==> src/source/dcache_pkg.sv <==
package dcache_pkg;

    // ----------------------------------------
    // Cache geometry
    // ----------------------------------------
    localparam int WORD_W     = 32;
    localparam int LINE_WORDS = 4;
    localparam int LINE_W     = 128;
    localparam int LINE_BYTES = 16;
    localparam int WAYS       = 4;
    localparam int ADDR_W     = 32;

    typedef logic [LINE_W-1:0] line_t;

    typedef logic [WAYS-1:0] way_vec_t;  // One-hot or empty.

    // ----------------------------------------
    // Port payloads
    // ----------------------------------------
    typedef struct packed {
        logic [ADDR_W-1:0] addr;
        logic              we;
        logic [3:0]        be;
        logic [WORD_W-1:0] wdata;
    } cpu_req_t;

    typedef struct packed {
        logic [ADDR_W-5:0] line_addr;  // Byte address without the line offset.
        line_t             data;
    } mem_wr_t;

endpackage

==> src/source/dcache_tag_store.sv <==
`timescale 1ns/1ps

module dcache_tag_store import dcache_pkg::*; #(
    parameter int SETS = 16
) (
    input  logic              clk,
    input  logic              rstn,
    input  logic [ADDR_W-1:0] addr,
    input  way_vec_t          tag_we,
    input  way_vec_t          dirty_we,
    input  logic              dirty_value,
    input  way_vec_t          victim_sel,
    output way_vec_t          hit,
    output logic              cache_hit,
    output way_vec_t          valid_set,
    output logic              victim_dirty,
    output logic              victim_valid,
    output logic [ADDR_W-5:0] victim_line_addr
);

    localparam int IDX_W = $clog2(SETS);
    localparam int TAG_W = ADDR_W - 4 - IDX_W;

    logic [TAG_W-1:0]           tags [WAYS][SETS];
    logic [WAYS-1:0][SETS-1:0]  valid;
    logic [WAYS-1:0][SETS-1:0]  dirty;
    logic [IDX_W-1:0]           index;
    logic [TAG_W-1:0]           tag;
    logic [TAG_W-1:0]           victim_tag;

    assign index = addr[4 +: IDX_W];
    assign tag   = addr[ADDR_W-1 -: TAG_W];

    always_ff @(posedge clk) begin
        for (int w = 0; w < WAYS; w++) begin
            if (tag_we[w]) begin
                tags[w][index] <= tag;
            end
        end
    end

    always_ff @(posedge clk) begin
        if (!rstn) begin
            valid <= '0;
            dirty <= '0;
        end else begin
            for (int w = 0; w < WAYS; w++) begin
                if (tag_we[w]) begin
                    valid[w][index] <= 1'b1;
                end
                if (dirty_we[w]) begin
                    dirty[w][index] <= dirty_value;
                end
            end
        end
    end

    // All four ways of the set are compared at once.
    always_comb begin
        victim_dirty = 1'b0;
        victim_valid = 1'b0;
        victim_tag   = '0;
        for (int w = 0; w < WAYS; w++) begin
            valid_set[w] = valid[w][index];
            hit[w]       = valid[w][index] && (tags[w][index] == tag);
            if (victim_sel[w]) begin
                victim_dirty = dirty[w][index];
                victim_valid = valid[w][index];
                victim_tag   = tags[w][index];
            end
        end
    end

    assign cache_hit        = |hit;
    assign victim_line_addr = {victim_tag, index};

endmodule

==> config.mk <==
export PLATFORM = sky130hd
export DESIGN_NAME = dcache_tag_store
export DESIGN_NICKNAME = d
export VERILOG_FILES = /design/src/source/dcache_pkg.sv /design/src/source/dcache_tag_store.sv
export SDC_FILE = /design/constraint.sdc
export NUM_CORES = 2
export LEC_CHECK = 0
export ABC_AREA = 1
export BUFFER_PORTS_ARGS = -buffer_cell sky130_fd_sc_hd__buf_2
export CAP_MARGIN = 5
export CORE_MARGIN = 1.5
export CORE_UTILIZATION = 36
export DETAILED_ROUTE_END_ITERATION = 8
export GPL_ROUTABILITY_DRIVEN = 0
export PLACE_DENSITY = 0.51
export SYNTH_ARGS = -nofsm -noshare
export SYNTH_HDL_FRONTEND = slang
export SYNTH_SLANG_ARGS = --single-unit
==> constraint.sdc <==
create_clock -name clk -period 7.4 [get_ports clk]
set_input_delay 1.85 -clock clk [delete_from_list [all_inputs] [get_ports clk]]
set_output_delay 1.85 -clock clk [all_outputs]
set_load 0.02 [all_outputs]
* Word level (Yosys, flattened, before mapping)
Memory sizes are Yosys's and may differ from the RTL's.
Index checks and enable logic that the tools add are counted.
** Storage, ports and cells
- Input port bits :: 47
- Memories :: 1
- Word-level logic and storage cells :: 85
- Bits in writable memories :: 1536
- Register bits after elaboration :: 128
** Memory list
- tags :: depth 4, bits a word 384, rd ports 4, clocked after Yosys merged registers in 0, write ports 4, RTL line dcache_tag_store.sv:24 : logic [TAG_W-1:0] tags [WAYS][SETS];
** Operators by class
- Bitwise gates (word level) :: 5
- Order comparisons :: 4
- Muxes and demuxes :: 56
- Equal/unequal tests :: 4
- Reduce and logical (&&, ||, !) cells :: 7
** Operator list (number)
- 384-bit 2-to-1 mux :: 4
- 24-bit binary-select mux with 4-bit select :: 4
- 24-bit 2-to-1 mux :: 13
- 24-bit demux with 4-bit select :: 1
- 24-bit equality test :: 4
- 16-bit bitwise mux :: 4
- 16-bit bitwise OR :: 4
- 1-bit binary-select mux with 4-bit select :: 8
- 1-bit 2-to-1 mux :: 21
- 1-bit logical AND :: 6
- 5-bit >= comparator, second input constant :: 1
- 4-bit by 5-bit < comparator with 1-bit output, second input constant :: 1
- 5-bit by 1-bit < comparator with 1-bit output, second input constant :: 1
- 4-bit inverter with 5-bit output :: 1
- 1-bit demux with 4-bit select :: 1
- 4-bit by 1-bit >= comparator with 1-bit output, second input constant :: 1
- 4-bit OR reduction :: 1

* Logic depth before layout (Yosys ltp)
- Word-level depth :: 8
- Depth in mapped cells :: 20
- Gate-level depth less buffers :: 17

* Worst setup path after synthesis
OpenSTA, ideal clock, no wires.
- Path kind :: input to output
- Start point :: input port addr[4]
- End point :: output port cache_hit
- Path buffers :: 3
- Path slack :: 1.833 ns
- Arrival :: 3.717 ns
- Stages :: 18
- Required time :: 5.550 ns
- Cells stage by stage :: buf_6 > nand2_4 > inv_2 > buf_2 > buf_2 > nand2_1 > nand2_1 > o21ai_0 > nand2_1 > nor2_1 > nand2_1 > nand2_1 > nand2_1 > nor2_1 > nand3_1 > nor2_1 > nor2_1 > nand2_1
** On the way
- Longest elaborated chain between the ends :: 7
- Elaborated cells between the ends (all ways) :: 30
** RTL lines
- start: declaration :: RTL line dcache_tag_store.sv:8 : input logic [ADDR_W-1:0] addr,
- 4-bit inverter with 5-bit output (implied by the code) :: RTL line dcache_tag_store.sv:65 : hit[w] = valid[w][index] && (tags[w][index] == tag);
- 24-bit binary-select mux with 4-bit select :: RTL line dcache_tag_store.sv:65
- 24-bit 2-to-1 mux (implied by the code) (2 in series) :: RTL line dcache_tag_store.sv:65
- 24-bit equality test :: RTL line dcache_tag_store.sv:65
- 1-bit logical AND (*) :: RTL line dcache_tag_store.sv:65
- via hit[3] :: RTL line dcache_tag_store.sv:13 : output way_vec_t hit,
- 4-bit OR reduction (*) :: RTL line dcache_tag_store.sv:74 : assign cache_hit = |hit;
- end: declaration :: RTL line dcache_tag_store.sv:14 : output logic cache_hit,
The timed path passes the listed nets; every way through them passes the cells marked *. The select of a mux whose other input is x is not followed.

* Worst setup path in the final report
- Start point :: input port addr[4]
- End point :: output port cache_hit
** On the way
- Longest elaborated chain between the ends :: 7
- Elaborated cells between the ends (all ways) :: 30
** RTL lines (RTL line)
- 4-bit inverter with 5-bit output (implied by the code) :: dcache_tag_store.sv:65
- 24-bit binary-select mux with 4-bit select :: dcache_tag_store.sv:65
- 24-bit 2-to-1 mux (implied by the code) (2 in series) :: dcache_tag_store.sv:65
- 24-bit equality test :: dcache_tag_store.sv:65
- 1-bit logical AND :: dcache_tag_store.sv:65
- 4-bit OR reduction (*) :: dcache_tag_store.sv:74
Every way passes the cells marked *; elsewhere a longest branch is shown, timed or not. The select of a mux whose other input is x is not followed.

==> impl_metrics.toml <==
[worst_setup_path]
crit_slowest_cell = "nor2_1"
start_kind = "primary input"
crit_family = "simple AND/OR/NAND/NOR gates"
reg2reg_to = "valid[1]"
critPathArrivalTime_ns = 5.45
required_ns = 5.55
critical_path_class = "in -> out"
reg2reg_depth = 1
r2r_slack_ns = 6.79
crit_buf_inv = 6
crit_path_max_fanout = 68
reg2reg_from = "valid[1]"
critPathMostFrequentCell = "nand2_1"
crit_path_max_incr_delay_ns = 0.52
worstPathCellList = "buf_8 -> inv_8 -> buf_12 -> buf_4 -> nand2_1 -> nand2_1 -> nand2_1 -> nand2_1 -> nand2_1 -> nand2_1 -> nor2_1 -> nand2_1 -> nand2_1 -> nor2_1 -> nand2_1 -> nor2_1 -> nand2_1 -> nor2_1 -> buf_4 -> nor2_1 -> nand2_1 -> buf_2"
crit_path_end_kind = "output port"

[power_and_ir_drop]
power_frac_comb = 0.081
netSwitchingFraction = 0.246
p_clk_frac = 0.418
power.internal_uw = 15800
cellPowerDensity_nw_per_um2 = 264
seqPwrFrac = 0.501
ir_worst_vdd_mv = 0.179
power_leakage_uw = 0.0309
p_switching_uw = 5150

[yosys]
synth_area_um2 = 69200
ys_seq_area_frac = 0.704
synth_cell_types = 26
ys_ff_latch = 1664
synth_top_area_cell = "edfxtp_1"
syn_inst = 6688
yosys_warnings = 0
syn_avg_cell_area_um2 = 10.3
yosys-top-cells-area = "edfxtp_1, nand2_1, dfxtp_1"
synth_top_area_share = 0.667
synth.net_count = 6735

[routing]
dr_wl_met2_mm = 105
vias = 48900
wl_per_cell_um = 24.5
drt-met1-wl_mm = 99.5
viasPerCell = 5.13
wl_mm = 233
met3_length_mm = 17.8
detail-route-antenna-nets = 0
drtIter0Drc = 5189
top_layer = "met5"
dr.pass1.iters = 8
drc = 0

[min_path]
hold_path_class = "reg -> reg"
min_delay_path_depth = 2
worstHoldStart = "dirty[18]"
whs_endpoint = "dirty[18]"

[grt]
antenna_found_initial = 13
track_usage = 0.237
grt-ovfl-total = 0
grt_pass1_vias = 44600
grt_max_degree = 127
grt_pass1_wl_mm = 329

[final_layout]
register_area_um2 = 48700
fill_cells = 18300
stdcell_count = 9529
synthToLayoutAreaGrowth_pct = 14.9
multiInputGateArea_um2 = 18700
drive_gt1_frac = 0.0928
fin_nets = 6904
fin_util = 0.417

[placed_design]
dp_cells = 9183
hpwl_mm = 143
numPortBuffers = 81

[floorplan]
num_io_pins = 86
num_rows = 160
die_w_um = 441
die_area_um2 = 195000
core-area_um2 = 191000
die_height_um = 441
start_util = 0.363

[clock_network]
cts_tree = "yes"
cts_buffers = 183
root_buffer = "clkbuf_16"
insertion_delay_ns = 0.85
path_clk_slew_ns = 0.06
ctsHtreeMaxLevel = 4
cts-resized-gates = 0
numClockSinks = 1664
post_cts_buffers = 0
cts.path.max_buffers = 3
holdBufCountCts = 0

[timing]
slew_headroom = 0.181
period_needed_ns = 7.30
drv_slew = 0
worst_pin_slew_ns = 1.22
fin_crit_sh = 0.987
fin_setup_tns_ns = 0
fin_skew_ns = 0
setup_viol = 0
max_freq_ghz = 0.137
rsz0062_at_grt = "no"
hold_viol_final = 0

[status]
status = "finished, final reports clean"

[flow_run]
drv_cap = 0
## flip-flops by register name, indices dropped and copies added, names as in the netlist
register	flops
dirty	64
tags	1536
valid	64
## layout by cell type (no fill, tap or decap), types with 11 or more instances in the layout
master        n
a21oi_1     133
a22oi_1      11
buf_12       35
buf_2        73
buf_4       208
clkbuf_1     53
clkbuf_16   185
clkbuf_8     18
clkinv_1     36
clkinv_2     19
dfxtp_1     128
edfxtp_1   1536
inv_1       114
nand2_1    3595
nand3_1     158
nand4_1      50
nor2_1      176
nor2_2       47
nor2_4       23
o211ai_1     11
o21a_1       61
o21ai_0     198
o21ai_1      47
o22ai_1      46
## synthesized netlist by cell type
master	count
nand2_1	3595
edfxtp_1	1536
nor2_1	242
buf_2	204
o21ai_0	198
nand3_1	158
a21oi_1	133
dfxtp_1	128
inv_1	116
clkbuf_1	81
o21a_1	61
nand4_1	50
o21ai_1	47
o22ai_1	46
buf_1	29
a22oi_1	11
buf_4	11
inv_2	11
o211ai_1	11
buf_6	9
o221ai_1	4
nor2_2	3
nand2_2	1
nand2_4	1
nor2_4	1
nor3_1	1
## kinds of logic (layout without fill, tap and decap cells)
kind of cell / after synthesis / in the layout / share of synthesized area
flops: 1664 / 1664 / 0.704
other cells: 0 / 10 / 0
compound gates: 511 / 511 / 0.0410
buf+inv: 461 / 781 / 0.0303
simple gates: 4052 / 4052 / 0.225
## worst max path at each step
stage          cells after the start  startpoint        end  slack [ns]
3_5_place_dp                      22     addr[4]  cache_hit        0.18
4_1_cts                           22     addr[4]  cache_hit        0.17
5_1_grt                           22     addr[4]  cache_hit        0.02
3_3_place_gp                      22     addr[4]  cache_hit        0.11
6_report                          22     addr[4]  cache_hit         0.1
2_1_floorplan                     18     addr[4]  cache_hit        1.83
## power by group through the flow
stage	clock (uW)	sequential (uW)	combinational [uW]
after floorplan	0	10700	822
after global placement	0	10700	1660
after detailed placement	0	10700	1680
after CTS	8920	10500	1680
after global routing	9280	10500	1810
final	8780	10500	1700
## layer usage
metal | GRT usage | vias to the layer above
met2 | 0.366 | 1908
met1 | 0.324 | 23900
met3 | 0.0449 | 432
met4 | 0.104 | 4
met5 | 0.00660 | -
li1 | - | 22600
## worst min-delay path: cells and delay by family, from the launching register on
family                 cells  cell delay (ns)
AOI/OAI and AO/OA          1             0.05
buffers and inverters      1             0.06
DFF                        1             0.29
## final cells by class
class                           instances  share of cell area
Clock buffer                          257              0.0640
Antenna cell                           10            0.000315
Sequential cell                      1664               0.613
Inverter                              127             0.00634
Clock inverter                         79             0.00889
Multi-Input combinational cell       4563               0.235
Tap cell                             2511              0.0395
Timing Repair Buffer                  318              0.0334
## metrics by stage
step                power [uW]  hold WS, ns  worst slack (ns)  instance area [um2]
floorplan                11500        0.429              1.83                69200
global placement         12400        0.439             0.112                73700
detailed placement       12400        0.446             0.178                73700
CTS                      21100        0.455             0.170                79500
global route             21600        0.474            0.0217                79500
finish                   21000        0.452            0.0965                79500
Power figures use the tool's default switching activity.
