[src/source/dcache_pkg.sv]
package dcache_pkg;

    // ----------------------------------------
    // Cache geometry
    // ----------------------------------------
    localparam int WORD_W     = 32;
    localparam int LINE_WORDS = 4;
    localparam int LINE_W     = 128;
    localparam int LINE_BYTES = 16;
    localparam int WAYS       = 4;
    localparam int ADDR_W     = 32;

    typedef logic [LINE_W-1:0] line_t;

    typedef logic [WAYS-1:0] way_vec_t;  // One-hot or empty.

    // ----------------------------------------
    // Port payloads
    // ----------------------------------------
    typedef struct packed {
        logic [ADDR_W-1:0] addr;
        logic              we;
        logic [3:0]        be;
        logic [WORD_W-1:0] wdata;
    } cpu_req_t;

    typedef struct packed {
        logic [ADDR_W-5:0] line_addr;  // Byte address without the line offset.
        line_t             data;
    } mem_wr_t;

endpackage

[src/source/dcache_main_fsm.sv]
`timescale 1ns/1ps

module dcache_main_fsm import dcache_pkg::*; (
    input  logic     clk,
    input  logic     rstn,
    input  logic     cpu_valid,
    input  logic     op_write,
    input  logic     cache_hit,
    input  logic     w_rdy,
    input  logic     fill_finish,
    input  logic     wrt_finish,
    input  logic     victim_dirty,
    input  logic     victim_valid,
    input  logic     wb_pending,
    input  way_vec_t hit,
    input  way_vec_t lru_way_sel,
    output way_vec_t way_visit,
    output logic     rbuf_we,
    output logic     wbuf_we,
    output logic     rd_start,
    output logic     data_we_word,
    output way_vec_t data_we_line,
    output way_vec_t tag_we,
    output way_vec_t dirty_we,
    output logic     dirty_value,
    output logic     rsp_valid,
    output logic     cpu_ready
);

    typedef enum logic [2:0] {
        IDLE,
        LOOKUP,
        MISS,
        REPLACE,
        REFILL,
        WAIT_WRITE
    } state_t;

    state_t state;
    state_t state_nxt;
    logic   wb_done;

    assign wb_done = wrt_finish || !wb_pending;  // No write-back started counts as done.

    always_ff @(posedge clk) begin
        if (!rstn) begin
            state <= IDLE;
        end else begin
            state <= state_nxt;
        end
    end

    always_comb begin
        state_nxt = state;
        case (state)
            IDLE: begin
                if (cpu_valid) begin
                    state_nxt = LOOKUP;
                end
            end
            LOOKUP: begin
                if (cache_hit) begin
                    state_nxt = cpu_valid ? LOOKUP : IDLE;
                end else if (victim_valid && victim_dirty) begin
                    state_nxt = MISS;
                end else begin
                    state_nxt = REPLACE;
                end
            end
            MISS: begin
                if (w_rdy) begin
                    state_nxt = REPLACE;
                end
            end
            REPLACE:  state_nxt = REFILL;  // Read request rises on this edge.
            REFILL: begin
                if (fill_finish) begin
                    state_nxt = WAIT_WRITE;
                end
            end
            WAIT_WRITE: begin
                if (wb_done) begin
                    state_nxt = cpu_valid ? LOOKUP : IDLE;
                end
            end
            default:  state_nxt = IDLE;
        endcase
    end

    // ----------------------------------------
    // Output decode
    // ----------------------------------------
    always_comb begin
        way_visit    = '0;
        rbuf_we      = 1'b0;
        wbuf_we      = 1'b0;
        rd_start     = 1'b0;
        data_we_word = 1'b0;
        data_we_line = '0;
        tag_we       = '0;
        dirty_we     = '0;
        dirty_value  = 1'b0;
        rsp_valid    = 1'b0;
        cpu_ready    = 1'b0;
        case (state)
            IDLE: begin
                rbuf_we   = 1'b1;
                cpu_ready = 1'b1;
            end
            LOOKUP: begin
                if (cache_hit) begin
                    rsp_valid = 1'b1;
                    cpu_ready = 1'b1;
                    rbuf_we   = 1'b1;
                    way_visit = hit;
                    if (op_write) begin
                        data_we_word = 1'b1;
                        dirty_we     = hit;
                        dirty_value  = 1'b1;
                    end
                end
            end
            MISS:     wbuf_we  = w_rdy;  // Victim line is captured here.
            REPLACE:  rd_start = 1'b1;
            REFILL: begin
                if (fill_finish) begin
                    data_we_line = lru_way_sel;
                    tag_we       = lru_way_sel;
                    dirty_we     = lru_way_sel;
                    dirty_value  = op_write;  // The line already holds the write data.
                    way_visit    = lru_way_sel;
                end
            end
            WAIT_WRITE: begin
                if (wb_done) begin
                    rsp_valid = 1'b1;
                    cpu_ready = 1'b1;
                    rbuf_we   = 1'b1;
                end
            end
            default: ;
        endcase
    end

    // A hit answers the request that was taken on the edge before.
    a_rsp_ready: assert property (@(posedge clk) disable iff (!rstn)
        (state == LOOKUP && cache_hit) |-> $past(cpu_valid && cpu_ready));

    a_hit_onehot: assert property (@(posedge clk) disable iff (!rstn) $onehot0(hit));

endmodule

[config.mk]
export PLATFORM = sky130hd
export DESIGN_NAME = dcache_main_fsm
export DESIGN_NICKNAME = d
export VERILOG_FILES = /design/src/source/dcache_pkg.sv /design/src/source/dcache_main_fsm.sv
export SDC_FILE = /design/constraint.sdc
export NUM_CORES = 1
export LEC_CHECK = 0
export ABC_AREA = 1
export BUFFER_PORTS_ARGS = -buffer_cell sky130_fd_sc_hd__buf_2
export CAP_MARGIN = 20
export CORE_AREA = 4 4 41 43
export CTS_BUF_LIST = sky130_fd_sc_hd__clkbuf_16
export CTS_CLUSTER_DIAMETER = 150
export DETAILED_ROUTE_END_ITERATION = 16
export DIE_AREA = 0 0 45 47
export PLACE_DENSITY = 0.73
export SKIP_CTS_REPAIR_TIMING = 1
export SKIP_LAST_GASP = 1
export SLEW_MARGIN = 25
export SYNTH_ARGS = -nofsm -noshare
export SYNTH_HDL_FRONTEND = slang
export SYNTH_SLANG_ARGS = --single-unit
[constraint.sdc]
create_clock -name clk -period 1.8 [get_ports clk]
set_input_delay 0.18 -clock clk [delete_from_list [all_inputs] [get_ports clk]]
set_output_delay 0.18 -clock clk [all_outputs]
set_load 0.02 [all_outputs]
# Word level (Yosys, flattened, before mapping)
# Index checks and enable logic that the tools add are counted.
# word_totals
reg_bits,3
latch_bits,0
ram_bits,0
romBits,0
in_bits,19
out_inout_bits,23
elab_cells,41
n_memories,0
# op_classes
n_addsub,0
n_mul,0
div,0
n_lt_le_gt_ge,0
eq_ne,9
shifts,0
n_mux,26
bitwise_logic,0
reduce_logical,5
# ops
operator,count
2-to-1 mux 4 bit,5
case mux 3 bit (6 select lines),1
case mux 4 bit (2 select lines),2
2-to-1 mux 3 bit,4
2-to-1 mux 1 bit,10
!= test 2 bit (second input constant),4
equality test 3 x 2 -> 1 bit (second input constant),2
equality test 3 bit (second input constant),2
case mux 1 bit (2 select lines),2
AND reduction 4 bit,1
equality test 3 x 1 -> 1 bit (second input constant),1
logical NOT 3 bit,1
case mux 1 bit (3 select lines),1
2-to-1 mux 2 bit,1
logical AND 1 bit,1
logical NOT 1 bit,1
logical OR 1 bit,1

# Depth between registers and ports, before layout
# Gate-level depths: netlist of run 1.
# depth
word_depth,4
depth_mapped,7
depth_no_buf,7

# Least setup slack after synthesis of run 1
# No wires, ideal clock.
# synth_timing
path_type,register to output
startpoint,register state[1]
endpoint,output way_visit[1]
arrival_ns,1.324
required_ns,1.620
slack_ns,0.296
path_stages_with_launch,6
path_buffers,2
cell_sequence,dfxtp_1 -> buf_2 -> nor3_2 -> nand2_2 -> buf_6 -> o21ai_0
# synth_via
elab_chain_cells,2
word_cells_on_any_way,3
cone_classes,2 x eq/ne; 1 x mux
# synth_lines
item,line_no,text
"start, declared",dcache_main_fsm.sv:39,state_t state;
"start signal, assigned",dcache_main_fsm.sv:49,state <= state_nxt;
equality test 3 bit or equality test 3 x 1 -> 1 bit (tied branches),dcache_main_fsm.sv:105,case (state)
case mux 4 bit (2 select lines) *,dcache_main_fsm.sv:105,
"end, declared",dcache_main_fsm.sv:17,"output way_vec_t way_visit,"
# Every way passes the cells marked *; elsewhere a longest branch is shown, timed or not.

# Final worst setup path of run 1
# layout_timing
startpoint,register state[0]
endpoint,output dirty_we[3]
# layout_via
elab_chain_cells,2
word_cells_on_any_way,3
cone_classes,2 x eq/ne; 1 x mux
# layout_lines
item,line_no,text
equality test 3 bit or equality test 3 x 1 -> 1 bit (tied branches),dcache_main_fsm.sv:105,
case mux 4 bit (2 select lines) *,dcache_main_fsm.sv:105,
"end, declared",dcache_main_fsm.sv:24,"output way_vec_t dirty_we,"
# Marks and branches as above.

==> run_results.csv, run 1 <==
group,metric,value,unit
synth,synth-seq-cells,3,
setup_path,end_kind,"output port",
timing,tightest_slew,0.3086,ns
finish,fin_nets,135,
clocking,clockBufferDepth,2,
global_routing,grt_first_pass_wirelength,1869,microns
global_routing,globalRoute.totalOverflow,0,
global_routing,grt_max_degree,13,
setup_path,setup.worst_path.class,"reg -> out",
power,powerDensity,1298,nW/um^2
power,ir_drop,0.9398,mV
route,drt_drc_violations_left,0,
synth,synth_seq_area_share,0.1379,
setup_path,required,1.62,ns
route,ant_nets,0,
place,pre_cts_ws,0.3727,ns
clocking,root_buffer,"clkbuf_16",
power,leakagePower,0.4762,nW
floorplanning,num_rows,13,
clocking,cts_max_level,1,
clocking,cts_tree,"done",
finish,final_util,0.5298,
timing,hold_viol_final,0,
synth,synthDistinctLibCells,19,
finish,area_growth,58.33,%
run_status,status,"finished, final reports clean",
finish,antennaDiodeCount,0,
floorplanning,die_h,47,microns
timing,setup_viol,0,
finish,final_cells,130,
timing,slew_violations,0,
synth,synth_area,435.4,sq um
global_routing,track_usage,0.1168,
route,routed_wl,1238,microns
route,vias,594,
place,numPortBuffers,41,
floorplanning,die_width,45,microns
synth,synthArstFlopShare,0,
synth,yosys-top-cells-count,"nand2_1 (16), inv_1 (13), nor2_1 (11)",
timing,skew,0.001352,ns
setup_path,cp-start-kind,"flop",
setup_path,arrival,1.48,ns
timing,period_minus_slack,1.655,ns
floorplanning,core,1301,sq um
floorplanning,die_area,2115,sq um
job,max_cap_violations,0,
synth,syn-num-nets,96,
floorplanning,boundaryPins,42,
setup_path,cp_max_fo,12,
synth,synth_ff_type,"dfxtp_1",
timing,relSlewSlack,0.7940,
route,first_pass_iters,4,
route,drt_iter0_markers,6,
finish,regMostFlops,"state",
timing,max_freq,604.2,MHz
timing,fin_tns_setup,0,ns
global_routing,grt_pass1_vias,501,
timing,setup_ws,0.1448,ns
finish,largest_reg_flops,3,
floorplanning,initial_core_util,0.3346,
synth,synth_top_cell_by_area,"dfxtp_1",
global_routing,antenna_found_initial,0,
power,total_power,0.8949,mW
timing,rsz0062_at_grt,"false",
route,viasPerCell,4.569,
synth,synth_most_common_cell,"nand2_1",
clocking,clock_sinks,3,
place,gp_congestion,0.7315,
place,dp_hpwl,1055,microns
clocking,clk_latency,0.22,ns
synth,avgSynthCellArea,5.655,sq um
route,wl_per_cell,9.523,microns
finish,top_regs,"state (3)",
synth,syn_inst,77,
synth,synth_edf_count,0,
timing,post-route-period-util,0.9196,
finish,layout-drive-gt1-share,0.4522,
place,placed_cells_incl_taps,126,
clocking,numCtsBuffers,3,
clocking,clkTransAtPathRegs,0.03,ns
synth,yosys.area.top_type_share,0.1379,
synth,yosys_warnings,0,
hold_path,hold_path.class,"in -> reg",
synth,synth.area.top_cells,"dfxtp_1 (14%), nand2_1 (14%), inv_1 (11%), nor2_1 (9.5%), buf_4 (8.6%)",
## placed cells by master, fill, tap and decap left out, drive strengths merged
master | synthesis | routed
a21oi | 4 | 4
clkbuf | 0 | 3
nor3 | 2 | 2
nor2 | 11 | 11
o21ai | 5 | 5
o31ai | 4 | 4
nand4 | 1 | 1
nand3 | 4 | 4
dfxtp | 3 | 3
buf | 7 | 41
nand3b | 2 | 2
nand2 | 17 | 17
inv | 16 | 17
o211ai | 1 | 1
## worst paths after layout
kind	cells after the start	endpoint	start	slack [ns]
worst max-delay path	5	dirty_we[3]	state[0]	0.14
worst min-delay path	3	state[2]	rstn	0.22
worst max register to register	6	state[0]	state[1]	0.58
worst min register to register	2	state[1]	state[1]	0.63
## final cells by class
cell class / count / area, sq um
Fill cell: 134 / 611.8
Multi-Input combinational cell: 51 / 266.5
Timing Repair Buffer: 41 / 205.2
Clock buffer: 3 / 75.07
Sequential cell: 3 / 60.06
Inverter: 16 / 60.06
Tap cell: 15 / 18.77
Clock inverter: 1 / 3.754
## power by group
group	internal, mW	switching [mW]	leakage (nW)	total, mW
clock network	0.286	0.0574	0.0423	0.344
registers	0.0867	0.0394	0.0248	0.126
logic	0.144	0.281	0.409	0.425
total	0.517	0.378	0.476	0.895
## per-layer routing
| layer | vias to the layer above | track usage | share of wire |
|---|---|---|---|
| met5 | - | 0 | 0 |
| met4 | 0 | 0.01754 | 0 |
| met3 | 0 | 0.05364 | 0.18 |
| met2 | 39 | 0.2034 | 0.45 |
| met1 | 239 | 0.1338 | 0.37 |
| li1 | 316 | - | - |
## worst max-delay path, stage by stage, from the launching register on
cell	delay (ns)
dfxtp_1	0.44
inv_2	0.06
nor3_2	0.20
nand2_4	0.14
o31ai_1	0.20
buf_2	0.20
## cells by family (layout without fill, tap and decap cells)
| group | after synthesis | after routing | share of synthesized area |
|---|---|---|---|
| AND/OR/NAND/NOR | 37 | 37 | 0.3879 |
| buffers and inverters | 23 | 61 | 0.2615 |
| AO/OA/AOI/OAI | 14 | 14 | 0.2126 |
| flip-flops | 3 | 3 | 0.1379 |
## per-stage QoR
stage / hold slack (ns) / area, sq um
floorplan: 0.3116 / 435.4
global placement: 0.4450 / 605.6
detailed placement: 0.4485 / 605.6
CTS: 0.2181 / 684.4
global route: 0.2302 / 689.4
finish: 0.2177 / 689.4
Note: power is estimated with default switching activity, not from simulation.
==> inputs of run 2 (changes only) <==
--- a/config.mk
+++ b/config.mk
@@ -14,6 +14,7 @@
 export DETAILED_ROUTE_END_ITERATION = 16
 export DIE_AREA = 0 0 45 47
 export PLACE_DENSITY = 0.73
+export SETUP_SLACK_MARGIN = 0.5
 export SKIP_CTS_REPAIR_TIMING = 1
 export SKIP_LAST_GASP = 1
 export SLEW_MARGIN = 25
==> run 2 against run 1 <==
Sequential power is 16% higher; non-clock buffer count increased by 8; cell area increased by 45%; worst hold slack lost 0.013 ns; setup slack improved by 0.030 ns; sequential share of layout area fell by 1.6 points; clock skew is essentially flat; register-to-register slack gained 0.08 ns; clock power increased by 2%; global-route usage grew 1.0 points; largest cell class unchanged; largest power group unchanged.
==> run_results.csv, run 2 (synthesis gave the netlist of run 1 again) <==
group,metric,value,unit
setup_path,ff2ff_setup_slack,0.66,ns
place,numPortBuffers,41,
clocking,clockBufferDepth,2,
route,viasPerCell,4.797,
setup_path,crit_path_end,"way_visit[3]",
setup_path,reg2reg_depth,7,
finish,nFillCells,92,
clocking,clk_latency,0.23,ns
timing,tightest_slew,0.3758,ns
power,total_power,1.207,mW
finish,largest_reg_flops,3,
finish,area_growth,129.3,%
finish,final_cell_mix,"buf_2 (19), buf_4 (18), buf_6 (11), inv_1 (10), nand2_1 (10)",
power,leakagePower,0.5599,nW
clocking,clock_sinks,3,
finish,final_common_cell,"buf_2",
timing,setup_viol,0,
timing,slew_violations,0,
power,ir_drop,1.167,mV
setup_path,required,1.62,ns
clocking,root_buffer,"clkbuf_16",
setup_path,cp_max_fo,8,
timing,period_minus_slack,1.625,ns
setup_path,r2r_end,"state[0]",
route,first_pass_iters,3,
place,dp_hpwl,1053,microns
timing,post-route-period-util,0.9027,
finish,antennaDiodeCount,0,
finish,regMostFlops,"state",
setup_path,startpoint,"state[0]",
job,max_cap_violations,0,
timing,max_freq,615.4,MHz
floorplanning,initial_core_util,0.3346,
route,vias,662,
timing,fin_tns_setup,0,ns
route,drt_drc_violations_left,0,
setup_path,arrival,1.44,ns
global_routing,antenna_found_initial,0,
power,powerDensity,1208,nW/um^2
setup_path,end_kind,"output port",
finish,top_regs,"state (3)",
clocking,clkTransAtPathRegs,0.03,ns
floorplanning,num_rows,13,
clocking,cts_tree,"done",
floorplanning,core,1301,sq um
timing,rsz0062_at_grt,"true",
global_routing,grt_max_degree,13,
floorplanning,die_width,45,microns
hold_path,hold_path.class,"in -> reg",
route,drt_iter0_markers,5,
timing,skew,0.001742,ns
setup_path,setup.worst_path.class,"reg -> out",
run_status,status,"finished, final reports clean",
finish,fin_nets,143,
timing,hold_viol_final,0,
floorplanning,die_h,47,microns
hold_path,whs_path_depth,3,
timing,relSlewSlack,0.7492,
global_routing,grt_first_pass_wirelength,1897,microns
clocking,cts_max_level,1,
global_routing,grt_pass1_vias,506,
route,routed_wl,1646,microns
route,ant_nets,0,
route,wl_per_cell,11.93,microns
floorplanning,boundaryPins,42,
global_routing,globalRoute.totalOverflow,0,
setup_path,cp-start-kind,"flop",
setup_path,worstReg2RegStart,"state[0]",
finish,layout-drive-gt1-share,0.6911,
place,gp_congestion,0.8057,
global_routing,track_usage,0.1271,
floorplanning,die_area,2115,sq um
clocking,numCtsBuffers,3,
==> run 2: how the worst min path moves through the flow <==
stage	startpoint	slack, ns	to
after floorplan	rstn	0.30	state[0]
after global placement	rstn	0.44	state[0]
after detailed placement	rstn	0.45	state[0]
after CTS	rstn	0.21	state[0]
after global routing	rstn	0.22	state[0]
final	rstn	0.20	state[1]
==> run 2: final cells by class <==
cell class | count | area (sq um) | area share
Inverter | 16 | 65.06 | 0.06516
Clock buffer | 3 | 75.07 | 0.07519
Multi-Input combinational cell | 51 | 390.4 | 0.3910
Clock inverter | 1 | 3.754 | 0.003759
Sequential cell | 3 | 71.32 | 0.07143
Tap cell | 15 | 18.77 | 0.01880
Timing Repair Buffer | 49 | 374.1 | 0.3747
==> run 2: power by group <==
group	internal (mW)	total (mW)	switching, mW
Sequential	0.0975	0.146	0.0487
Clock	0.287	0.352	0.0652
Combinational	0.330	0.708	0.378
==> run 2: per-layer routing <==
layer / up-vias / track usage / wire, microns
met4: 0 / 0.1228 / 43
met3: 4 / 0.02682 / 138
met2: 28 / 0.2232 / 946
met1: 299 / 0.1224 / 518
li1: 331 / - / -
met5: - / 0 / 0
==> run 2: through the flow <==
stage               setup slack (ns)  area (sq um)  hold WS (ns)  std cells  utilization
floorplan                     0.3941         485.5        0.3042         77            -
global placement              0.3579         648.1        0.4355        126       0.4981
detailed placement            0.3037         648.1        0.4466        126       0.4981
CTS                          0.06644         726.9        0.2146        130       0.5587
global route                  0.1047         998.5        0.2202        138       0.7673
finish                        0.1751         998.5        0.2048        138       0.7673
==> run 2: critical path, stage by stage (launching register included) <==
cell and delay [ns]:
dfxtp_4 0.38, inv_4 0.05, nor3_4 0.23, nand2_4 0.15
buf_12 0.17, o21ai_4 0.12, buf_6 0.13
