===== src/source/dcache_pkg.sv =====
package dcache_pkg;

    // ----------------------------------------
    // Cache geometry
    // ----------------------------------------
    localparam int WORD_W     = 32;
    localparam int LINE_WORDS = 4;
    localparam int LINE_W     = 128;
    localparam int LINE_BYTES = 16;
    localparam int WAYS       = 4;
    localparam int ADDR_W     = 32;

    typedef logic [LINE_W-1:0] line_t;

    typedef logic [WAYS-1:0] way_vec_t;  // One-hot or empty.

    // ----------------------------------------
    // Port payloads
    // ----------------------------------------
    typedef struct packed {
        logic [ADDR_W-1:0] addr;
        logic              we;
        logic [3:0]        be;
        logic [WORD_W-1:0] wdata;
    } cpu_req_t;

    typedef struct packed {
        logic [ADDR_W-5:0] line_addr;  // Byte address without the line offset.
        line_t             data;
    } mem_wr_t;

endpackage


===== src/source/dcache_mem_port.sv =====
`timescale 1ns/1ps

module dcache_mem_port import dcache_pkg::*; (
    input  logic              clk,
    input  logic              rstn,
    input  logic              wbuf_we,
    input  mem_wr_t           victim,
    input  logic              rd_start,
    input  logic [ADDR_W-5:0] rd_addr,
    input  logic [1:0]        req_word,
    input  logic [3:0]        req_be,
    input  logic [WORD_W-1:0] req_wdata,
    input  logic              req_we,
    input  logic              mem_wr_ack,
    input  logic              mem_rd_ack,
    input  line_t             mem_rd_data,
    output logic              w_rdy,
    output logic              wb_pending,
    output logic              wrt_finish,
    output logic              fill_finish,
    output line_t             fill_line,
    output logic              mem_wr_req,
    output mem_wr_t           mem_wr,
    output logic              mem_rd_req,
    output logic [ADDR_W-5:0] mem_rd_addr
);

    logic                  rd_pend;
    logic [LINE_BYTES-1:0] merge_be;
    line_t                 merged;

    // ----------------------------------------
    // Write-back channel
    // ----------------------------------------
    always_ff @(posedge clk) begin
        if (wbuf_we) begin
            mem_wr <= victim;
        end
    end

    always_ff @(posedge clk) begin
        if (!rstn) begin
            mem_wr_req <= 1'b0;
            wb_pending <= 1'b0;
        end else if (wbuf_we) begin
            mem_wr_req <= 1'b1;
            wb_pending <= 1'b1;
        end else if (mem_wr_req && mem_wr_ack) begin
            mem_wr_req <= 1'b0;
        end else if (wrt_finish) begin
            wb_pending <= 1'b0;
        end
    end

    assign wrt_finish = wb_pending && !mem_wr_req && !mem_wr_ack;  // Ack has fallen.
    assign w_rdy      = !wb_pending;

    // ----------------------------------------
    // Refill channel
    // ----------------------------------------
    // The pending CPU write is folded into the line as it arrives.
    always_comb begin
        merge_be = '0;
        if (req_we) begin
            merge_be[req_word*4 +: 4] = req_be;
        end
        for (int b = 0; b < LINE_BYTES; b++) begin
            merged[b*8 +: 8] = merge_be[b] ? req_wdata[(b%4)*8 +: 8] : mem_rd_data[b*8 +: 8];
        end
    end

    always_ff @(posedge clk) begin
        if (rd_start) begin
            mem_rd_addr <= rd_addr;
        end
        if (mem_rd_req && mem_rd_ack) begin
            fill_line <= merged;
        end
    end

    always_ff @(posedge clk) begin
        if (!rstn) begin
            mem_rd_req  <= 1'b0;
            rd_pend     <= 1'b0;
            fill_finish <= 1'b0;
        end else begin
            fill_finish <= 1'b0;
            if (rd_start) begin
                rd_pend <= 1'b1;
            end
            if (!mem_rd_req) begin
                if ((rd_start || rd_pend) && !mem_rd_ack) begin
                    mem_rd_req <= 1'b1;  // Waits out the previous ack.
                    rd_pend    <= 1'b0;
                end
            end else if (mem_rd_ack) begin
                mem_rd_req  <= 1'b0;
                fill_finish <= 1'b1;
            end
        end
    end

    a_wr_hold: assert property (@(posedge clk) disable iff (!rstn)
        $fell(mem_wr_req) |-> $past(mem_wr_ack));

    a_rd_hold: assert property (@(posedge clk) disable iff (!rstn)
        $fell(mem_rd_req) |-> $past(mem_rd_ack));

endmodule


===== config.mk =====
export PLATFORM = sky130hd
export DESIGN_NAME = dcache_mem_port
export DESIGN_NICKNAME = d
export VERILOG_FILES = /design/src/source/dcache_pkg.sv /design/src/source/dcache_mem_port.sv
export SDC_FILE = /design/constraint.sdc
export NUM_CORES = 1
export LEC_CHECK = 0
export ABC_AREA = 1
export BUFFER_PORTS_ARGS = -buffer_cell sky130_fd_sc_hd__buf_2
export CORE_AREA = 2 2 261 263
export DETAILED_ROUTE_END_ITERATION = 16
export DIE_AREA = 0 0 263 265
export RECOVER_POWER = 50
export SETUP_SLACK_MARGIN = 0.2
export SLEW_MARGIN = 20
export SYNTH_ARGS = -nofsm -noshare
export SYNTH_HDL_FRONTEND = slang
export SYNTH_SLANG_ARGS = --single-unit
export TNS_END_PERCENT = 30

===== constraint.sdc =====
create_clock -name clk -period 3.51 [get_ports clk]
set_clock_uncertainty 0.1 [all_clocks]
set_input_delay 0.5265 -clock clk [delete_from_list [all_inputs] [get_ports clk]]
set_output_delay 0.5265 -clock clk [all_outputs]
set_load 0.02 [all_outputs]

== Word-level counts from Yosys, hierarchy flattened ==
Cells that the tools add are included.

* Add/subtract/negate cells: 1
* Equality and inequality tests: 1
* Shift operators: 2
* Muxes and demuxes: 29
* Bitwise operators: 1
* Reductions and logical operators: 14

{| class="wikitable"
|+ Operator list
! cell !! number
|-
| $mux 8 || 16
|-
| $neg 4->34 || 1
|-
| $shift 4x34->16 const A || 1
|-
| $shiftx 4x34->16 || 1
|-
| $and 16x16->16 || 1
|-
| $mux 16 || 1
|-
| $mux 1 || 12
|-
| $logic_and 1x1->1 || 5
|-
| $logic_not 1->1 || 4
|-
| $reduce_and 2->1 || 2
|-
| $reduce_bool 2->1 || 2
|-
| $ne 2x2->1 const B || 1
|-
| $logic_or 1x1->1 || 1
|}

* Register bits after elaboration: 317
* Bits of input ports: 357
* Output and inout port bits: 318

== Logic depth before layout (Yosys ltp) ==
Gate-level depths: netlist of the first run.

* Word-level depth: 6
* Depth in mapped cells: 9
* Gate-level depth less buffers: 7

== Worst setup path before layout of the first run ==
OpenSTA, ideal clock, no wires.

* Path type: input-to-reg
* Start: input mem_rd_ack
* End: register fill_line[0] (enable)
* Library setup time: 0.481 ns
* Arrival: 3.073 ns
* Setup slack: -0.144 ns
* Stages on the path: 2
* Path buffers: 0
* Cell sequence: nand2_1 > inv_1

* Word-level cells in the longest chain between the ends: 1

{| class="wikitable"
|+ RTL lines
! what !! RTL line !! source
|-
| start, declared || dcache_mem_port.sv:15 || <nowiki>input logic mem_rd_ack,</nowiki>
|-
| $logic_and 1x1->1 || dcache_mem_port.sv:76 || <nowiki>if (mem_rd_req && mem_rd_ack) begin</nowiki>
|-
| end signal, assigned || dcache_mem_port.sv:77 || <nowiki>fill_line <= merged;</nowiki>
|-
| end, declared || dcache_mem_port.sv:21 || <nowiki>output line_t fill_line,</nowiki>
|}

Every way passes these cells.
A chain may end at the register's enable or synchronous reset.

== Worst setup path after layout of the first run ==
* Start: input wbuf_we
* End: register mem_wr[58] (netlist name) (enable)

{| class="wikitable"
|+ RTL lines
! what !! RTL line !! source
|-
| start, declared || dcache_mem_port.sv:6 || <nowiki>input logic wbuf_we,</nowiki>
|-
| end signal, assigned || dcache_mem_port.sv:37 || <nowiki>mem_wr <= victim;</nowiki>
|-
| end, declared || dcache_mem_port.sv:23 || <nowiki>output mem_wr_t mem_wr,</nowiki>
|}

No word-level cell between the ends.

==> results.toml, run 1 <==
[grt]
vias_in_the_first_global_route = 10136
grt_pass1_wl_um = 79000
grt-ovfl-total = 0
pin_count_of_the_biggest_net_entering_global_routing = 77
grt_antenna_before_repair = 57
grt_use_total_pct = 16.4

[logic_synthesis]
synthesis.area_per_instance_um2 = 14.6
synth_seq_area_share_pct = 81.8
syn_nets = 1156
post-synth-top-area-cell = "sky130_fd_sc_hd__edfxtp_1"
post_synthesis_instance_area_um2 = 11600
yosysUniqueCellTypes = 18
synth_top_area_share_pct = 80.9
yosys_register_bits = 317
netlist_instances = 794
synth_warnings = 0
netlist_top_cells_area = "sky130_fd_sc_hd__edfxtp_1 (81%), sky130_fd_sc_hd__nand2_1 (9.8%), sky130_fd_sc_hd__nand3_1 (3.5%)"

[critical_path]
timing.critical_path.to = "mem_wr[58]"
rrSetupSlack_ns = 1.15
critPathCaptureType = "flip-flop"
cp.required_ns = 3.58
worstRegToRegCells = 3
worst_r2r_startpoint = "mem_rd_req"
cpPeakStageDelay_ns = 1.48
criticalPathCategory = "in2reg"
cp_max_fo = 76
cp-start-kind = "input pin"
critPathTopFamily = "buffers and inverters"
timing.critical_path.buf_inv = 2
cp.arrival_ns = 2.81
path_cells = "clkbuf_2, clkbuf_1"
start_point_of_the_critical_path = "wbuf_we"
critPathSlowestCell = "sky130_fd_sc_hd__clkbuf_2"
worst_r2r_endpoint = "fill_line[20]"
critical_path_depth = 2

[timing]
fin_crit_ns = 2.73
timing_worst_slew_pin_value_ns = 2.19
rsz0062_at_grt = "false"
final-max-slew-violation-count = 107
timing_limited_maximum_frequency_mhz = 366
timing.slew.headroom_pct = -45.7
setup_tns_ns = 0
finalHoldViolCount = 0
setup-violations-final = 0
hold_slack_ns = 0.0470
period_share_pct = 77.8

[clocking]
ctsLongestPathBuffers = 3
root_buffer = "sky130_fd_sc_hd__clkbuf_16"
cts-buffers-inserted = 38
clock_sinks = 317
clkLatencyLatePin_ns = 0.54
h-tree-depth = 2
cts_tree = "done"
clk_pin_slew_worst_paths_ns = 0.06
cts-resized-gates = 0

[power_and_ir_drop]
p_leak_nw = 7.47
cellPowerDensity_nw_per_um2 = 532
vdd_drop_max_mv = 0.335

[floorplan]
die_height_um = 265
core_region_area_um2 = 66800
design.die.area_um2 = 69700
core.rowCount = 95
dieWidth_um = 263
initial_utilization_pct = 17.3
top_level_ports = 675

[routing]
drt_drc_violations_left = 0
post_drt_wl_per_cell_um = 24.4
viasPerCell = 4.04
drt_pre_antenna_iters = 5
wirelength_um = 59900
drt_iter0_drc = 882
routed-via-count = 9923
antenna_left = 0

[worst_hold_path]
min_path_type = "in2reg"

[placement]
place_congestion = 0.915
dp_cells = 2340
buffer_ports.inserted = 674
detailed_place_hpwl_um = 50000

[final_layout]
drive_above_1_share_pct = 42.1
final_common_cell = "sky130_fd_sc_hd__buf_2"
nets = 1906
area_growth_pct = 51.7
final_cell_mix = "sky130_fd_sc_hd__buf_2 (578), sky130_fd_sc_hd__edfxtp_1 (312), sky130_fd_sc_hd__nand2_1 (302)"
num-fill-cells = 7110
finish.cell_count_without_fillers = 2456
post-route-util_pct = 26.3

[flow_run]
cap_violations = 2

[status]
status = "finished with violations"
violations = "capacitance limit, slew limit"
[what timing repair did]
item                                   CTS  global route
hold buffers                            37             0
buffers inserted                         0             0
endpoints found under the hold margin   37             0
[metrics by stage]
stage / instance area [um^2] / setup slack [ns] / total power [mW]
CTS: 17700 / 1.33 / 9.48
global route: 17600 / 0.618 / 9.70
global placement: 16100 / 0.833 / 5.59
detailed placement: 16100 / 0.730 / 5.61
finish: 17600 / 0.779 / 9.34
floorplan: 11600 / 0.500 / 4.97
[report_power, final]
| part | total (mW) | switching, mW | internal [mW] |
|---|---|---|---|
| registers | 4.48 | 0.0704 | 4.41 |
| logic | 1.06 | 0.721 | 0.343 |
| clock network | 3.80 | 1.63 | 2.17 |
| total | 9.34 | 2.42 | 6.92 |
[per-layer routing]
metal	vias up	share of wire (%)	track usage, %
li1	4367	-	-
met1	4703	34	16.9
met2	671	51	29.7
met3	174	10	6.56
met4	8	4.1	6.33
met5	-	0.092	0
[Yosys cell counts]
| cell | count |
|---|---|
| sky130_fd_sc_hd__nor3_1 | 3 |
| sky130_fd_sc_hd__nor2_4 | 6 |
| sky130_fd_sc_hd__nor2_1 | 4 |
| sky130_fd_sc_hd__buf_2 | 14 |
| sky130_fd_sc_hd__o22ai_1 | 1 |
| sky130_fd_sc_hd__nand4_1 | 32 |
| sky130_fd_sc_hd__inv_2 | 11 |
| sky130_fd_sc_hd__buf_4 | 3 |
| sky130_fd_sc_hd__nor2_2 | 2 |
| sky130_fd_sc_hd__nand2_2 | 1 |
| sky130_fd_sc_hd__edfxtp_1 | 312 |
| sky130_fd_sc_hd__nand2_1 | 302 |
| sky130_fd_sc_hd__inv_1 | 10 |
| sky130_fd_sc_hd__o21ai_0 | 1 |
| sky130_fd_sc_hd__dfxtp_1 | 5 |
| sky130_fd_sc_hd__a21oi_1 | 2 |
| sky130_fd_sc_hd__nand3_1 | 80 |
| sky130_fd_sc_hd__ha_1 | 5 |
[logic make-up after synthesis]
logic type                 synth area share, %
and+or+nand+nor                           16.0
DFF                                       81.8
buffers and inverters                     1.48
adders and majority gates                0.540
AOI/OAI and AO/OA                        0.184
[sequential cells by signal, indices dropped and copies added (netlist names)]
| signal | cells |
|---|---|
| fill_line | 128 |
| mem_rd_addr | 28 |
| mem_wr | 156 |
| wb_pending | 1 |
| rd_pend | 1 |
| mem_rd_req | 1 |
| fill_finish | 1 |
| mem_wr_req | 1 |
[worst min-delay path by stage]
stage                     startpoint          to  slack, ns  cells after the start
after floorplan              rd_pend     rd_pend       0.37                      2
after global placement    mem_wr_req  mem_wr_req       0.37                      2
after detailed placement  wb_pending  wb_pending       0.39                      2
after CTS                 victim[88]  mem_wr[88]     0.0001                      1
after global routing      victim[46]  mem_wr[46]      0.008                      1
final                     victim[96]  mem_wr[96]       0.05                      1
[worst register-to-register path: stages, from the launching register on]
cell                         delay (ns)
sky130_fd_sc_hd__dfxtp_1           0.33
sky130_fd_sc_hd__nand2_1           0.10
sky130_fd_sc_hd__clkinvlp_2        0.86
sky130_fd_sc_hd__buf_12            0.58
[area by class of cell]
class	instances	area (um^2)	share of cell area, %
flip-flops and latches	317	9470	53.9
repair buffers	727	3760	21.4
multi-input cells	439	1950	11.1
well taps	873	1090	6.22
clock buffers	48	988	5.63
clock inverters	20	198	1.13
inverters	21	80.1	0.456
diodes	11	27.5	0.157
Note: power is estimated with default switching activity, not from simulation.
==> run 2, diff against run 1 <==
clock period = 2.6 ns   (was 3.51 ns; I/O delays follow)
==> results.toml, run 2 (synthesis results as in run 1) <==
[power_and_ir_drop]
power.internal_mw = 9.73
power_share_of_the_sequential_group_pct = 46.4
comb_power_share_pct = 13.3
p_leak_nw = 8.48
share_clk_of_total_power_pct = 40.3
cellPowerDensity_nw_per_um2 = 655
tot_pwr_mw = 13.1
vdd_drop_max_mv = 0.373
power.switching_mw = 3.34
switching_share_pct = 25.5

[timing]
setup_tns_ns = 0
setup-violations-final = 0
timing_limited_maximum_frequency_mhz = 471
final-max-slew-violation-count = 31
fin_crit_ns = 2.12
finalHoldViolCount = 0
rsz0062_at_grt = "false"
timing.slew.headroom_pct = -16.7
timing_worst_slew_pin_value_ns = 1.75
hold_slack_ns = 0.0435
period_share_pct = 81.6

[clocking]
clock_sinks = 317
root_buffer = "sky130_fd_sc_hd__clkbuf_16"
cts_tree = "done"
h-tree-depth = 2
cts_setup_buffers = 0
ctsLongestPathBuffers = 3
clkLatencyLatePin_ns = 0.54
clk_pin_slew_worst_paths_ns = 0.06
cts-resized-gates = 0
cts-buffers-inserted = 38

[critical_path]
worst_r2r_endpoint = "fill_line[105]"
critPathTopFamily = "buffers and inverters"
rrSetupSlack_ns = 0.81
worst_r2r_startpoint = "mem_rd_req"
cpPeakStageDelay_ns = 0.77
path_common_cell = "sky130_fd_sc_hd__nand2_1"
cp.arrival_ns = 2.41
path_cells = "clkbuf_1, inv_1, ha_1, nand2_1, inv_1, nand3_1, clkbuf_1, nand2_1, nand2_1"
cp_max_fo = 8
critPathCaptureType = "flip-flop"
cp.required_ns = 2.89
timing.critical_path.buf_inv = 4
critPathSlowestCell = "sky130_fd_sc_hd__clkbuf_1"
cp-start-kind = "input pin"
criticalPathCategory = "in2reg"
worstRegToRegCells = 3

[placement]
buffer_ports.inserted = 674
place_congestion = 0.875
placement.cell_area_um2 = 16300
dp_cells = 2357
detailed_place_hpwl_um = 49200

[floorplan]
dieWidth_um = 263
die_height_um = 265
design.die.area_um2 = 69700
top_level_ports = 675
initial_utilization_pct = 17.3
core_region_area_um2 = 66800
core.rowCount = 95

[final_layout]
final_cell_mix = "sky130_fd_sc_hd__buf_2 (561), sky130_fd_sc_hd__edfxtp_1 (312), sky130_fd_sc_hd__nand2_1 (301)"
layout.cell_area.non_filler_um2 = 19900
finish.cell_count_without_fillers = 2690
registers.top_by_ff_count = "mem_wr"
area_growth_pct = 72.2
nets = 2139
final_common_cell = "sky130_fd_sc_hd__buf_2"
drive_above_1_share_pct = 37.3
max_reg_flops = 156
largest_registers_in_the_final_layout = "mem_wr (156), fill_line (128), mem_rd_addr (28)"

[status]
status = "finished with violations"
violations = "capacitance limit, slew limit"

[worst_hold_path]
whs_endpoint = "fill_line[26]"
hold_path_startpoint = "mem_rd_data[26]"
hold_depth = 3
min_path_type = "in2reg"

[routing]
post_drt_wl_per_cell_um = 22.5
drt_pre_antenna_iters = 5
routed-via-count = 10882
drt_drc_violations_left = 0
drt_iter0_drc = 848
antenna_left = 0
wirelength_um = 60400
viasPerCell = 4.05

[grt]
grt_antenna_before_repair = 17
grt_use_total_pct = 16.5
pin_count_of_the_biggest_net_entering_global_routing = 43
grt_pass1_wl_um = 81600
vias_in_the_first_global_route = 11345
grt-ovfl-total = 0

[flow_run]
cap_violations = 1
run 2: worst min-delay path: stages:
cell                      delay, ns
sky130_fd_sc_hd__buf_2         0.08
sky130_fd_sc_hd__nand2_1       0.04
sky130_fd_sc_hd__nand2_1       0.06
run 2: final cells by class:
type,instances,area [um^2]
Antenna cell,12,30.0
Clock buffer,48,1010
Clock inverter,20,220
Fill cell,6896,46900
Inverter,21,82.6
Multi-Input combinational cell,439,1960
Sequential cell,317,9470
Tap cell,873,1090
Timing Repair Buffer,960,6070
run 2: how the worst max path moves through the flow:
stage,startpoint,endpoint,slack (ns),cells after the start
4_1_cts,mem_rd_ack,fill_line[106],0.60,5
3_3_place_gp,req_word[1],fill_line[87],0.36,9
6_report,req_word[1],fill_line[43],0.48,9
2_1_floorplan,mem_rd_ack,fill_line[0],-0.21,2
5_1_grt,wbuf_we,mem_wr_req,0.37,5
3_5_place_dp,req_word[1],fill_line[82],0.29,9
run 2: repair_timing:
item	CTS	global route
hold endpoints to repair	253	0
hold buffers	253	0
setup endpoints to repair	0	0
run 2: stage by stage:
stage,setup slack [ns],util [%]
2_1_floorplan,-0.208,-
3_3_place_gp,0.360,24.4
3_5_place_dp,0.288,24.4
4_1_cts,0.603,30.1
5_1_grt,0.374,29.8
6_report,0.479,29.8
run 2: power by group through the flow:
stage	clock (mW)	combinational, mW	sequential [mW]
after CTS	5.42	1.78	6.06
after floorplan	0	0.200	6.51
after global routing	5.62	1.83	6.08
after global placement	0	1.41	6.16
after detailed placement	0	1.43	6.16
final	5.27	1.73	6.06
run 2: routing by layer:
metal,routed length (um),vias to the layer above,GRT usage (%)
met5,0,-,0
met3,5160,98,4.92
met4,1670,0,5.59
met2,31400,660,30.4
met1,22100,5286,18.0
li1,-,4838,-
==> run 3, diff against run 2 <==
clock period = 1.9 ns   (was 2.6 ns; I/O delays follow)
==> results.toml, run 3 (synthesis results as in run 1) <==
[status]
status = "completed"

[grt]
grt_antenna_before_repair = 23
grt_pass1_wl_um = 89600
grtUsageMet1_pct = 19.4
grt_use_total_pct = 18.2
pin_count_of_the_biggest_net_entering_global_routing = 71
grt-ovfl-total = 0
busiest_layer = "met2"
grt_use_met2_pct = 32.8
vias_in_the_first_global_route = 12124
grtUsageMet3_pct = 6.39

[timing]
timing_worst_slew_pin_value_ns = 1.07
setup-violations-final = 0
fin_crit_ns = 1.67
timing_limited_maximum_frequency_mhz = 600
rsz0062_at_grt = "false"
period_share_pct = 87.8
final-max-slew-violation-count = 0
finalHoldViolCount = 0
timing.slew.headroom_pct = 28.9

[worst_hold_path]
hold_path_startpoint = "req_wdata[3]"
hold_depth = 3
min_path_type = "in2reg"
whs_endpoint = "fill_line[3]"

[final_layout]
largest_registers_in_the_final_layout = "mem_wr (156), fill_line (128), mem_rd_addr (28)"
nets = 2252
registers.top_by_ff_count = "mem_wr"
finish.cell_count_without_fillers = 2800
area_growth_pct = 83.6
post-route-util_pct = 31.8
final_common_cell = "sky130_fd_sc_hd__buf_2"
final_cell_mix = "sky130_fd_sc_hd__buf_2 (621), sky130_fd_sc_hd__dlygate4sd3_1 (338), sky130_fd_sc_hd__edfxtp_1 (312)"
max_reg_flops = 156
drive_above_1_share_pct = 39.5

[floorplan]
top_level_ports = 675
core_region_area_um2 = 66800
dieWidth_um = 263
initial_utilization_pct = 17.3
core.rowCount = 95
design.die.area_um2 = 69700
die_height_um = 265

[clocking]
clock_sinks = 317
clk_pin_slew_worst_paths_ns = 0.06
cts-buffers-inserted = 38
h-tree-depth = 2
clkLatencyLatePin_ns = 0.55
cts_tree = "done"
root_buffer = "sky130_fd_sc_hd__clkbuf_16"
ctsLongestPathBuffers = 3

[critical_path]
critPathSlowestCell = "sky130_fd_sc_hd__edfxtp_1"
critPathCaptureType = "output pin"
cp_max_fo = 1
cp.required_ns = 1.51
cp.arrival_ns = 1.28
timing.critical_path.buf_inv = 1
cpPeakStageDelay_ns = 0.42
worst_r2r_endpoint = "fill_line[83]"
path_cells = "buf_2"
worstRegToRegCells = 3
worst_r2r_startpoint = "mem_rd_req"
rrSetupSlack_ns = 0.39
critPathTopFamily = "flip-flops"
criticalPathCategory = "reg2out"
cp-start-kind = "flip-flop"

[power_and_ir_drop]
p_leak_nw = 9.19
vdd_drop_max_mv = 0.551
tot_pwr_mw = 18.9
cellPowerDensity_nw_per_um2 = 890

[flow_run]
cap_violations = 0

[routing]
routed-via-count = 11282
drt_drc_violations_left = 0
wirelength_um = 65300
post_drt_wl_per_cell_um = 23.3
drt_iter0_drc = 914
antenna_left = 0
viasPerCell = 4.03
drt_pre_antenna_iters = 5

[placement]
buffer_ports.inserted = 674
detailed_place_hpwl_um = 52600
dp_cells = 2385
place_congestion = 0.857
-- run 3: how the worst max path moves through the flow --
stage | start | endpoint | cells after the start
6_report | mem_wr[21] | mem_wr[21] | 1
5_1_grt | req_word[1] | fill_line[80] | 9
3_5_place_dp | req_word[1] | fill_line[1] | 9
3_3_place_gp | req_word[1] | fill_line[97] | 9
4_1_cts | mem_wr[134] | mem_wr[134] | 1
2_1_floorplan | mem_rd_req | fill_line[0] | 2
-- run 3: layout make-up --
cell class | instances | area (um^2)
flip-flops and latches | 317 | 9470
repair buffers | 1073 | 7280
diodes | 11 | 27.5
clock buffers | 46 | 981
multi-input cells | 439 | 1950
fillers | 6833 | 45500
well taps | 873 | 1090
inverters | 21 | 80.1
clock inverters | 20 | 369
-- run 3: worst reg2reg max path, stage by stage (launching register included) --
cell,delay (ns)
sky130_fd_sc_hd__dfxtp_4,0.37
sky130_fd_sc_hd__nand2_4,0.05
sky130_fd_sc_hd__clkinvlp_2,0.17
sky130_fd_sc_hd__buf_12,0.34
-- run 3: routing by layer --
| layer | wire length [um] | vias to the layer above | part of all wire [%] |
|---|---|---|---|
| met5 | 33 | - | 0.051 |
| met2 | 32900 | 662 | 50 |
| met4 | 2770 | 6 | 4.2 |
| li1 | - | 5064 | - |
| met3 | 6030 | 125 | 9.2 |
| met1 | 23600 | 5425 | 36 |
-- run 3: timing repair --
item,CTS,global route
resized for setup,3,2
buffers inserted,0,0
hold buffers,338,0
endpoints found under the setup margin,3,1
pin swaps,0,1
endpoints found under the hold margin,317,0
-- run 3: power by group --
part / switching, mW / leakage, nW / total, mW / internal, mW
combinational: 1.50 / 5.53 / 2.61 / 1.11
sequential: 0.156 / 3.01 / 8.30 / 8.14
clock: 3.07 / 0.642 / 8.02 / 4.94
-- run 3: stage by stage --
step / TNS (ns) / instance area, um^2 / setup WS, ns / hold slack, ns
after global routing: 0 / 21200 / 0.149 / 0.0188
after global placement: -1.61 / 16600 / -0.102 / 0.362
after detailed placement: -3.99 / 16600 / -0.114 / 0.363
after CTS: 0 / 21400 / 0.172 / 0.000684
final: 0 / 21300 / 0.233 / 0.0271
after floorplan: -115.48 / 11600 / -0.902 / 0.254
